## config.mk

```make
export PLATFORM = sky130hd
export DESIGN_NAME = mem_subsystem
export DESIGN_NICKNAME = d
export VERILOG_FILES = /design/src/design/mem_pkg.sv /design/src/design/arb_pkg.sv /design/src/design/arb_config.sv /design/src/design/arbiter.sv /design/src/design/cacheline_adapter.sv /design/src/design/mem_subsystem.sv
export SDC_FILE = /design/constraint.sdc
export NUM_CORES = 1
export LEC_CHECK = 0
export BUFFER_PORTS_ARGS = -buffer_cell sky130_fd_sc_hd__buf_4
export CAP_MARGIN = 20
export CELL_PAD_IN_SITES_DETAIL_PLACEMENT = 1
export CELL_PAD_IN_SITES_GLOBAL_PLACEMENT = 1
export CORE_AREA = 2 2 419 421
export CTS_CLUSTER_SIZE = 30
export DETAILED_ROUTE_END_ITERATION = 16
export DIE_AREA = 0 0 421 423
export GPL_TIMING_DRIVEN = 0
export PLACE_DENSITY = 0.48
export SLEW_MARGIN = 20
export SYNTH_ARGS = -nofsm -noshare
export SYNTH_HDL_FRONTEND = slang
export SYNTH_HIERARCHICAL = 1
export SYNTH_SLANG_ARGS = --single-unit
export TNS_END_PERCENT = 50
```

## constraint.sdc

```tcl
create_clock -name clk -period 12.47 [get_ports clk]
set_clock_uncertainty 0.05 [all_clocks]
set_input_delay 1.8705 -clock clk [delete_from_list [all_inputs] [get_ports clk]]
set_output_delay 1.8705 -clock clk [all_outputs]
set_load 0.01 [all_outputs]
```

## src/design/mem_pkg.sv

```systemverilog
package mem_pkg;

    // memory side widths.
    localparam int ADDR_BITS = 32;
    localparam int LINE_BITS = 256;
    localparam int BEAT_BITS = 64;

    // beats in one line burst.
    localparam int LINE_BEATS = LINE_BITS / BEAT_BITS;

    localparam int BEAT_IDX_BITS = $clog2(LINE_BEATS);

    // byte address of a line.
    typedef logic [ADDR_BITS-1:0] addr_t;

    // whole cache line.
    typedef logic [LINE_BITS-1:0] line_t;

    // one memory bus beat.
    typedef logic [BEAT_BITS-1:0] beat_t;

    // position of a beat within its burst.
    typedef logic [BEAT_IDX_BITS-1:0] beat_idx_t;

endpackage : mem_pkg

```

## src/design/arb_pkg.sv

```systemverilog
package arb_pkg;

    // arbiter grant states.
    typedef enum logic [1:0] {
        idle,
        instruction,
        data
    } arb_state_e;

    // how contending requests are resolved.
    typedef enum logic {
        prio_data_first = 1'b0,
        prio_alternate  = 1'b1
    } prio_mode_e;

    // configuration register map.
    typedef enum logic [1:0] {
        reg_mode   = 2'd0,
        reg_icount = 2'd1,
        reg_dcount = 2'd2
    } cfg_reg_e;

endpackage : arb_pkg

```

## src/design/arb_config.sv

```systemverilog
`timescale 1ns/1ps

module arb_config
    import arb_pkg::*;
#(
    parameter int COUNT_BITS = 16
)
(
    input  logic        clk,
    input  logic        rst,

    input  logic        cfg_we,
    input  cfg_reg_e    cfg_addr,
    input  logic [31:0] cfg_wdata,
    output logic [31:0] cfg_rdata,

    input  logic        grant_inst,
    input  logic        grant_data,
    output prio_mode_e  prio_mode
);

    logic [COUNT_BITS-1:0] icount;
    logic [COUNT_BITS-1:0] dcount;

    always_ff @(posedge clk)
    begin
        if (rst)
        begin
            prio_mode <= prio_data_first;
            icount    <= '0;
            dcount    <= '0;
        end
        else
        begin
            if (cfg_we && cfg_addr == reg_mode)
                prio_mode <= prio_mode_e'(cfg_wdata[0]);

            if (cfg_we && cfg_addr == reg_icount)
                icount <= '0; // clear wins over a grant.
            else if (grant_inst && icount != '1)
                icount <= icount + 1'b1;

            if (cfg_we && cfg_addr == reg_dcount)
                dcount <= '0;
            else if (grant_data && dcount != '1)
                dcount <= dcount + 1'b1; // saturates at all ones.
        end
    end

    always_comb
    begin
        unique case (cfg_addr)
            reg_mode:   cfg_rdata = {31'b0, prio_mode};
            reg_icount: cfg_rdata = 32'(icount); // zero extended.
            reg_dcount: cfg_rdata = 32'(dcount);
            default:    cfg_rdata = 32'b0;
        endcase
    end

endmodule : arb_config

```

## src/design/arbiter.sv

```systemverilog
`timescale 1ns/1ps

module arbiter
    import mem_pkg::*;
    import arb_pkg::*;
(
    input  logic       clk,
    input  logic       rst,

    input  logic       icache_read,
    input  addr_t      icache_addr,
    output line_t      icache_data,
    output logic       icache_resp,

    input  logic       dcache_read,
    input  logic       dcache_write,
    input  addr_t      dcache_addr,
    input  line_t      dcache_wdata,
    output line_t      dcache_rdata,
    output logic       dcache_resp,

    input  prio_mode_e prio_mode,
    output logic       grant_inst,
    output logic       grant_data,

    input  logic       arbiter_resp,
    input  line_t      arb_mem_rdata,
    output addr_t      arb_mem_address,
    output logic       arb_mem_read,
    output logic       arb_mem_write,
    output line_t      arb_mem_wdata
);

    arb_state_e state;
    arb_state_e next_state;
    logic       last_data; // last grant went to the data cache.
    logic       ireq;
    logic       dreq;

    assign ireq = icache_read;
    assign dreq = dcache_read | dcache_write;

    always_comb
    begin
        next_state = state;
        unique case (state)
            idle:
            begin
                if (dreq && ireq)
                begin
                    // contention resolved by the mode.
                    if (prio_mode == prio_data_first || !last_data)
                        next_state = data;
                    else
                        next_state = instruction;
                end
                else if (dreq)
                    next_state = data;
                else if (ireq)
                    next_state = instruction;
            end
            instruction:
            begin
                if (arbiter_resp)
                    next_state = idle;
            end
            data:
            begin
                if (arbiter_resp)
                    next_state = idle;
            end
            default: next_state = idle;
        endcase
    end

    assign grant_inst = (state == idle) && (next_state == instruction); // one pulse per grant.
    assign grant_data = (state == idle) && (next_state == data);

    always_comb
    begin
        icache_data     = '0;
        icache_resp     = 1'b0;
        dcache_rdata    = '0;
        dcache_resp     = 1'b0;
        arb_mem_address = '0;
        arb_mem_read    = 1'b0;
        arb_mem_write   = 1'b0;
        arb_mem_wdata   = '0;
        unique case (state)
            instruction:
            begin
                arb_mem_address = icache_addr;
                arb_mem_read    = icache_read;
                icache_data     = arb_mem_rdata;
                icache_resp     = arbiter_resp;
            end
            data:
            begin
                arb_mem_address = dcache_addr;
                arb_mem_read    = dcache_read;  // read and write pass separately.
                arb_mem_write   = dcache_write;
                arb_mem_wdata   = dcache_wdata;
                dcache_rdata    = arb_mem_rdata;
                dcache_resp     = arbiter_resp;
            end
            default: ;
        endcase
    end

    always_ff @(posedge clk)
    begin
        if (rst)
        begin
            state     <= idle;
            last_data <= 1'b0; // starts as instruction.
        end
        else
        begin
            state <= next_state;
            if (grant_data)
                last_data <= 1'b1;
            else if (grant_inst)
                last_data <= 1'b0;
        end
    end

endmodule : arbiter

```

## src/design/cacheline_adapter.sv

```systemverilog
`timescale 1ns/1ps

module cacheline_adapter
    import mem_pkg::*;
(
    input  logic  clk,
    input  logic  rst,

    input  logic  arb_mem_read,
    input  logic  arb_mem_write,
    input  addr_t arb_mem_address,
    input  line_t arb_mem_wdata,
    output line_t arb_mem_rdata,
    output logic  arbiter_resp,

    output logic  pmem_read,
    output logic  pmem_write,
    output addr_t pmem_address,
    output beat_t pmem_wdata,
    input  logic  pmem_resp,
    input  beat_t pmem_rdata
);

    typedef enum logic [1:0] {
        idle,
        burst,
        done
    } adapter_state_e;

    adapter_state_e state;
    adapter_state_e next_state;
    beat_idx_t      beat_idx;
    logic           is_write;   // burst direction.
    logic           last_beat;
    addr_t          addr_q;
    line_t          wline_q;    // write line, shifted out low beat first.
    line_t          rline_q;    // read line, filled from the top.

    assign last_beat = (beat_idx == beat_idx_t'(LINE_BEATS - 1));

    always_comb
    begin
        next_state = state;
        unique case (state)
            idle:
            begin
                if (arb_mem_read || arb_mem_write)
                    next_state = burst;
            end
            burst:
            begin
                if (pmem_resp && last_beat)
                    next_state = done;
            end
            done:    next_state = idle;
            default: next_state = idle;
        endcase
    end

    always_ff @(posedge clk)
    begin
        if (rst)
        begin
            state    <= idle;
            beat_idx <= '0;
            is_write <= 1'b0;
        end
        else
        begin
            state <= next_state;
            if (state == idle && next_state == burst)
            begin
                beat_idx <= '0;
                is_write <= arb_mem_write;
            end
            else if (state == burst && pmem_resp)
                beat_idx <= beat_idx + 1'b1; // wraps to zero after the last beat.
        end
    end

    // payload registers.
    always_ff @(posedge clk)
    begin
        if (state == idle && (arb_mem_read || arb_mem_write))
        begin
            addr_q  <= arb_mem_address;
            wline_q <= arb_mem_wdata;
        end
        else if (state == burst && pmem_resp)
        begin
            wline_q <= wline_q >> BEAT_BITS;
            rline_q <= {pmem_rdata, rline_q[LINE_BITS-1:BEAT_BITS]};
        end
    end

    assign pmem_read     = (state == burst) && !is_write;
    assign pmem_write    = (state == burst) && is_write;
    assign pmem_address  = addr_q;
    assign pmem_wdata    = wline_q[BEAT_BITS-1:0]; // current beat sits at the bottom.
    assign arbiter_resp  = (state == done);
    assign arb_mem_rdata = rline_q;

endmodule : cacheline_adapter

```

## src/design/mem_subsystem.sv

```systemverilog
`timescale 1ns/1ps

module mem_subsystem
    import mem_pkg::*;
    import arb_pkg::*;
#(
    parameter int COUNT_BITS = 16
)
(
    input  logic        clk,
    input  logic        rst,

    input  logic        icache_read,
    input  addr_t       icache_addr,
    output line_t       icache_data,
    output logic        icache_resp,

    input  logic        dcache_read,
    input  logic        dcache_write,
    input  addr_t       dcache_addr,
    input  line_t       dcache_wdata,
    output line_t       dcache_rdata,
    output logic        dcache_resp,

    input  logic        cfg_we,
    input  cfg_reg_e    cfg_addr,
    input  logic [31:0] cfg_wdata,
    output logic [31:0] cfg_rdata,

    output logic        pmem_read,
    output logic        pmem_write,
    output addr_t       pmem_address,
    output beat_t       pmem_wdata,
    input  logic        pmem_resp,
    input  beat_t       pmem_rdata
);

    prio_mode_e prio_mode;
    logic       grant_inst;
    logic       grant_data;
    logic       arbiter_resp;
    line_t      arb_mem_rdata;
    addr_t      arb_mem_address;
    logic       arb_mem_read;
    logic       arb_mem_write;
    line_t      arb_mem_wdata;

    arb_config #(
        .COUNT_BITS (COUNT_BITS)
    ) u_config (
        .clk        (clk),
        .rst        (rst),
        .cfg_we     (cfg_we),
        .cfg_addr   (cfg_addr),
        .cfg_wdata  (cfg_wdata),
        .cfg_rdata  (cfg_rdata),
        .grant_inst (grant_inst),
        .grant_data (grant_data),
        .prio_mode  (prio_mode)
    );

    arbiter u_arbiter (
        .clk             (clk),
        .rst             (rst),
        .icache_read     (icache_read),
        .icache_addr     (icache_addr),
        .icache_data     (icache_data),
        .icache_resp     (icache_resp),
        .dcache_read     (dcache_read),
        .dcache_write    (dcache_write),
        .dcache_addr     (dcache_addr),
        .dcache_wdata    (dcache_wdata),
        .dcache_rdata    (dcache_rdata),
        .dcache_resp     (dcache_resp),
        .prio_mode       (prio_mode),
        .grant_inst      (grant_inst),
        .grant_data      (grant_data),
        .arbiter_resp    (arbiter_resp),
        .arb_mem_rdata   (arb_mem_rdata),
        .arb_mem_address (arb_mem_address),
        .arb_mem_read    (arb_mem_read),
        .arb_mem_write   (arb_mem_write),
        .arb_mem_wdata   (arb_mem_wdata)
    );

    cacheline_adapter u_adapter (
        .clk             (clk),
        .rst             (rst),
        .arb_mem_read    (arb_mem_read),
        .arb_mem_write   (arb_mem_write),
        .arb_mem_address (arb_mem_address),
        .arb_mem_wdata   (arb_mem_wdata),
        .arb_mem_rdata   (arb_mem_rdata),
        .arbiter_resp    (arbiter_resp),
        .pmem_read       (pmem_read),
        .pmem_write      (pmem_write),
        .pmem_address    (pmem_address),
        .pmem_wdata      (pmem_wdata),
        .pmem_resp       (pmem_resp),
        .pmem_rdata      (pmem_rdata)
    );

endmodule : mem_subsystem

```

-- After elaboration in Yosys (flattened, before gate mapping)
Index checks and enable logic that the tools add are counted.
- reductions and logical operators: 28
- $add $sub $neg: 3
- bitwise operators: 3
- eq/ne operators: 12
- mux-type cells: 22
- operators by type and width (cell ; count):
    256-bit two-way mux ; 5
    32-bit one-hot mux with 2 select lines ; 1
    16-bit one-hot mux with 3 select lines ; 1
    16-bit by 1-bit adder with 16-bit output, second input constant ; 2
    16-bit != test, second input constant ; 2
    1-bit logical AND ; 14
    2-bit two-way mux ; 7
    2-bit by 1-bit equality test with 1-bit output, second input constant ; 5
    2-bit equality test, second input constant ; 5
    2-bit one-hot mux with 2 select lines ; 2
    2-bit OR reduction ; 4
    2-bit logical NOT ; 3
    1-bit two-way mux ; 5
    2-bit nonzero test ; 2
    2-bit by 1-bit adder with 2-bit output, second input constant ; 1
    1-bit logical NOT ; 2
    1-bit logical OR ; 2
    1-bit NOT ; 2
    1-bit one-hot mux with 2 select lines ; 1
    2-bit AND reduction ; 1
    1-bit bitwise OR ; 1
- output and inout port bits: 644
- register bits after elaboration: 585
- word-level logic and storage cells: 79

-- Longest topological paths before layout
- depth in word-level cells: 9
- depth in mapped cells: 11
- mapped depth without buffers: 10

-- Modules after synthesis
The synthesis kept the hierarchy.
- modules (own cells, without submodules) (module ; area each (um^2) ; cells an instance ; seq. area each (um^2) ; instances):
    cacheline_adapter ; 20282.0 ; 920 ; 16435.8 ; 1
    arbiter ; 5930.7 ; 963 ; 60.1 ; 1
    arb_config ; 1994.4 ; 249 ; 660.6 ; 1

-- Worst setup path after synthesis
No wires, ideal clock.
- path kind: input to register
- from: input icache_read
- to: register u_adapter.wline_q[0], enable pin
- data arrival time: 6.477 ns
- setup time: 1.970 ns
- data required time: 10.450 ns
- cell stages on the path: 4
- path slack: 3.972 ns
- path buffers: 0
- cells stage by stage: a22oi_1 nor2b_1 o21ai_2 nand2_1
- longest elaborated chain between the ends: 4
- RTL lines (element ; line ; text):
    from (decl) ; mem_subsystem.sv:13 ; input logic icache_read,
    1-bit one-hot mux with 2 select lines ; arbiter.sv:89 ; unique case (state)
    via arb_mem_read ; mem_subsystem.sv:44 ; logic arb_mem_read;
    1-bit logical OR ; cacheline_adapter.sv:84 ; if (state == idle && (arb_mem_read || arb_mem_write))
    1-bit logical AND ; cacheline_adapter.sv:84 ;
    2-bit nonzero test (no source line) ; n/a ;
    to (signal assigned) ; cacheline_adapter.sv:87 ; wline_q <= arb_mem_wdata;
    to (signal assigned) ; cacheline_adapter.sv:91 ; wline_q <= wline_q >> BEAT_BITS;
    to (decl) ; cacheline_adapter.sv:36 ; line_t wline_q;
The timed path passes the listed nets, and every way through them passes these cells.
A chain may end at the register's enable or synchronous reset.

-- Worst setup path in the final report
- from: register u_arbiter.state[0]
- to: output dcache_rdata[1]
- longest elaborated chain between the ends: 2
- RTL lines (element ; line ; text):
    from (decl) ; arbiter.sv:34 ; arb_state_e state;
    from (signal assigned) ; arbiter.sv:114 ; state <= idle;
    from (signal assigned) ; arbiter.sv:119 ; state <= next_state;
    2-bit equality test ; arbiter.sv:89 ;
    256-bit two-way mux ; arbiter.sv:89 ;
    to (decl) ; mem_subsystem.sv:22 ; output line_t dcache_rdata,
Every way passes these cells.

==> results.py <==
metrics = {
    "run_status": {
        "outcome": "completed",
    },
    "global_routing": {
        "groute.layer.met2.usage": 0.2704,
        "grt.overflow.total": 0,
        "grt_util_met3": 0.04235,
        "maximum_number_of_pins_on_one_net_before_global_route_repair": 97,
        "gr-usage-met1": 0.1389,
        "grt_pass1_wl_mm": 174.3,
        "antenna_found_initial": 26,
        "first_global_vias": 22270,
        "combined_global_route_utilization_of_all_metal_layers": 0.1390,
        "busiest_layer": "met2",
    },
    "clock_tree": {
        "postCtsSetupBuffers": 0,
        "post_cts.resized_instances": 0,
        "h-tree-depth": 3,
        "cts.sinks": 585,
        "clock_latency_of_the_later_clocked_register_in_the_worst_skew_pair_ns": 0.69,
        "worst_setup_hold_path_clk_slew_ns": 0.06,
        "tritoncts": "yes",
        "ctsRootBufferMaster": "sky130_fd_sc_hd__clkbuf_16",
        "hold_fix_buffers_cts": 0,
        "max-clock-path-buffers": 3,
        "cts_inserted_buffers": 80,
    },
    "layout": {
        "area_growth_syn_to_layout_pct": 47.73,
        "final_nets": 3691,
        "instances_no_fill": 5656,
        "drive_gt1_frac": 0.4470,
        "finish.utilization": 0.2405,
    },
    "critical_path": {
        "crit_path_start": "u_arbiter/state[0]",
        "crit_fanout": 10,
        "worst_ep_required_time_ns": 10.55,
        "crit_path_end_kind": "output pin",
        "critPathLaunchType": "flip-flop",
        "ff_to_ff_start": "u_arbiter/state[0]",
        "critical_path_class": "reg2out",
        "rrSetupSlack_ns": 8.42,
        "crit_arrival_ns": 3.34,
    },
    "worst_hold_path": {
        "startpoint_of_the_worst_hold_path": "u_adapter/arb_mem_rdata[217]",
        "holdCritPathClass": "reg2reg",
    },
    "sta": {
        "hold_slack_ns": 0.4134,
        "timing_max_transition_violations_final": 0,
        "timing_worst_slew_pin_value_ns": 1.032,
        "achievable-frequency_mhz": 190.1,
        "timing.slew.headroom": 0.3119,
        "hold_violations": 0,
        "period_share": 0.4218,
        "timing.final.setup_violations": 0,
        "final.setup.tns_ns": 0,
        "fin_ws_ns": 7.210,
        "grt_setup_unrepaired": "no",
        "finalWorstPathRequiredPeriod_ns": 5.260,
    },
    "floorplan": {
        "coreArea_sq_mm": 0.1732,
        "die_area_sq_mm": 0.1781,
        "starting_density": 0.1628,
        "design.portCount": 1069,
        "chipHeight_um": 423,
        "die_x_um": 421,
        "std_cell_rows": 153,
    },
    "placement": {
        "detailedPlace.worstSlack_ns": 7.281,
        "io_buffers": 1021,
        "dp.final_hpwl_mm": 103.1,
        "place_congestion": 0.7923,
        "post-place-cells": 5502,
    },
    "flow_run": {
        "timing.max_cap.violations": 0,
    },
    "logic_synthesis": {
        "synth_async_sr_flop_share": 0,
        "synth_seq_area_share": 0.6082,
        "yosysWarnings": 6,
        "post_synth_num_cell_types": 60,
        "synth_commonest_cells": "837 x sky130_fd_sc_hd__and2_1, 544 x sky130_fd_sc_hd__edfxtp_1, 100 x sky130_fd_sc_hd__mux2_4",
        "synth.area.top_cells": "sky130_fd_sc_hd__edfxtp_1 58%, sky130_fd_sc_hd__and2_1 19%, sky130_fd_sc_hd__mux2_4 5.3%, sky130_fd_sc_hd__mux2_2 3.7%, sky130_fd_sc_hd__dfxtp_1 2.9%",
        "synth.most_common_cell": "sky130_fd_sc_hd__and2_1",
        "synth_top_cell_area_share": 0.5791,
        "mappedNetlistArea_sq_mm": 0.02821,
        "ys_seq_elements": 585,
        "synth-main-ff-cell": "sky130_fd_sc_hd__edfxtp_1",
        "netlist_instances": 2132,
        "post-synth-top-area-cell": "sky130_fd_sc_hd__edfxtp_1",
        "post_synth.cell_area_avg_sq_um": 13.23,
        "count_of_flip_flops_with_a_built_in_enable_after_synthesis": 544,
    },
    "detailed_routing": {
        "drt_wl_total_mm": 127.9,
        "routed_via_density": 3.626,
        "remaining_drc_errors": 0,
        "final_antenna_net_count": 0,
        "detailedRoute.firstPassIterationCount": 4,
        "drtIter0Drc": 739,
        "route.vias.total": 20510,
        "drt-wirelength-per-cell_um": 22.61,
    },
    "power_and_ir_drop": {
        "p_seq_frac": 0.421,
        "p_switching_mw": 1.548,
        "total_leakage_power_nw": 16.78,
        "p_sw_frac": 0.2670,
        "p_int_mw": 4.250,
        "power_per_cell_area_mw_per_mm2": 139.1,
        "combinationalPowerShare": 0.183,
        "clock_power_share": 0.396,
        "ir_worst_vdd_mv": 0.08873,
    },
}
placed cells by master, fill, tap and decap left out, drive strengths merged, types with 6 or more instances in the layout:
cell / count
buf: 1160
edfxtp: 544
and3: 6
a21oi: 23
conb: 16
nand2: 26
a22oi: 33
o21ai: 18
nor4: 6
clkinv: 29
nor2: 14
diode: 9
mux2i: 6
nor2b: 36
inv: 14
nor3: 12
or4: 6
a22o: 15
clkbuf: 188
nand3: 12
ha: 7
dfxtp: 41
and2: 837
bufinv: 7
nand4: 15
or3: 11
mux2: 192
cell type report:
type                    instances  area, sq um
diodes                          9        22.52
flip-flops and latches        585        17160
fillers                     19510       131600
clock buffers                 100         2120
multi-input cells            1334         9741
repair buffers               1030         7884
clock inverters                45        446.7
inverters                      10        47.55
plain buffers                 218         1344
well taps                    2325         2909
kinds of logic after synthesis:
group | synth area share
xor+xnor | 0.0003106
other cells | 0.0001329
buf+inv | 0.04893
compound gates | 0.02963
fa+ha+maj | 0.003105
mux | 0.09209
simple gates | 0.2176
flops | 0.6082
power groups by stage:
| stage | Sequential [mW] | Combinational (mW) | Clock (mW) |
|---|---|---|---|
| after floorplan | 2.49 | 0.551 | 0 |
| after detailed placement | 2.49 | 1.10 | 0 |
| after global placement | 2.56 | 1.07 | 0 |
| final | 2.44 | 1.06 | 2.30 |
| after global routing | 2.46 | 1.15 | 2.45 |
| after CTS | 2.45 | 1.10 | 2.39 |
stage by stage:
step           area (sq um)  total power, mW
3_3_place_gp          38840            3.631
6_report              41670            5.798
2_1_floorplan         28260            3.045
4_1_cts               41640            5.944
5_1_grt               41660            6.065
3_5_place_dp          39080            3.587
metal layers:
| layer | wire length (um) | up-vias |
|---|---|---|
| met1 | 45020 | 10070 |
| met4 | 3270 | 12 |
| li1 | - | 9605 |
| met5 | 82 | - |
| met3 | 8720 | 151 |
| met2 | 70780 | 673 |
flip-flops by register name (all words and copies together), names as in the netlist:
signal / cells
u_adapter/arb_mem_rdata: 256
u_config/dcount: 16
u_adapter/state: 2
u_config/icount: 16
u_adapter/beat_idx: 2
u_config/prio_mode: 1
u_adapter/is_write: 1
u_adapter/wline_q: 256
u_arbiter/state: 2
u_adapter/pmem_address: 32
u_arbiter/last_data: 1
critical path: stages (launching register included):
cell                       delay [ns]
sky130_fd_sc_hd__dfxtp_1         0.34
sky130_fd_sc_hd__inv_1           0.11
sky130_fd_sc_hd__ha_1            0.15
sky130_fd_sc_hd__buf_2           0.24
sky130_fd_sc_hd__buf_2           0.54
sky130_fd_sc_hd__clkbuf_1        0.77
sky130_fd_sc_hd__and2_1          0.31
sky130_fd_sc_hd__buf_4           0.15
path summary, 6_finish.rpt:
path | endpoint | depth (start not counted)
worst max-delay path | dcache_rdata[1] | 7
worst min-delay path | u_adapter/arb_mem_rdata[153] | 0
worst max register to register | u_adapter/wline_q[189] | 11
worst min register to register | u_adapter/arb_mem_rdata[153] | 0
No activity file was read; power rests on OpenSTA's default activity.
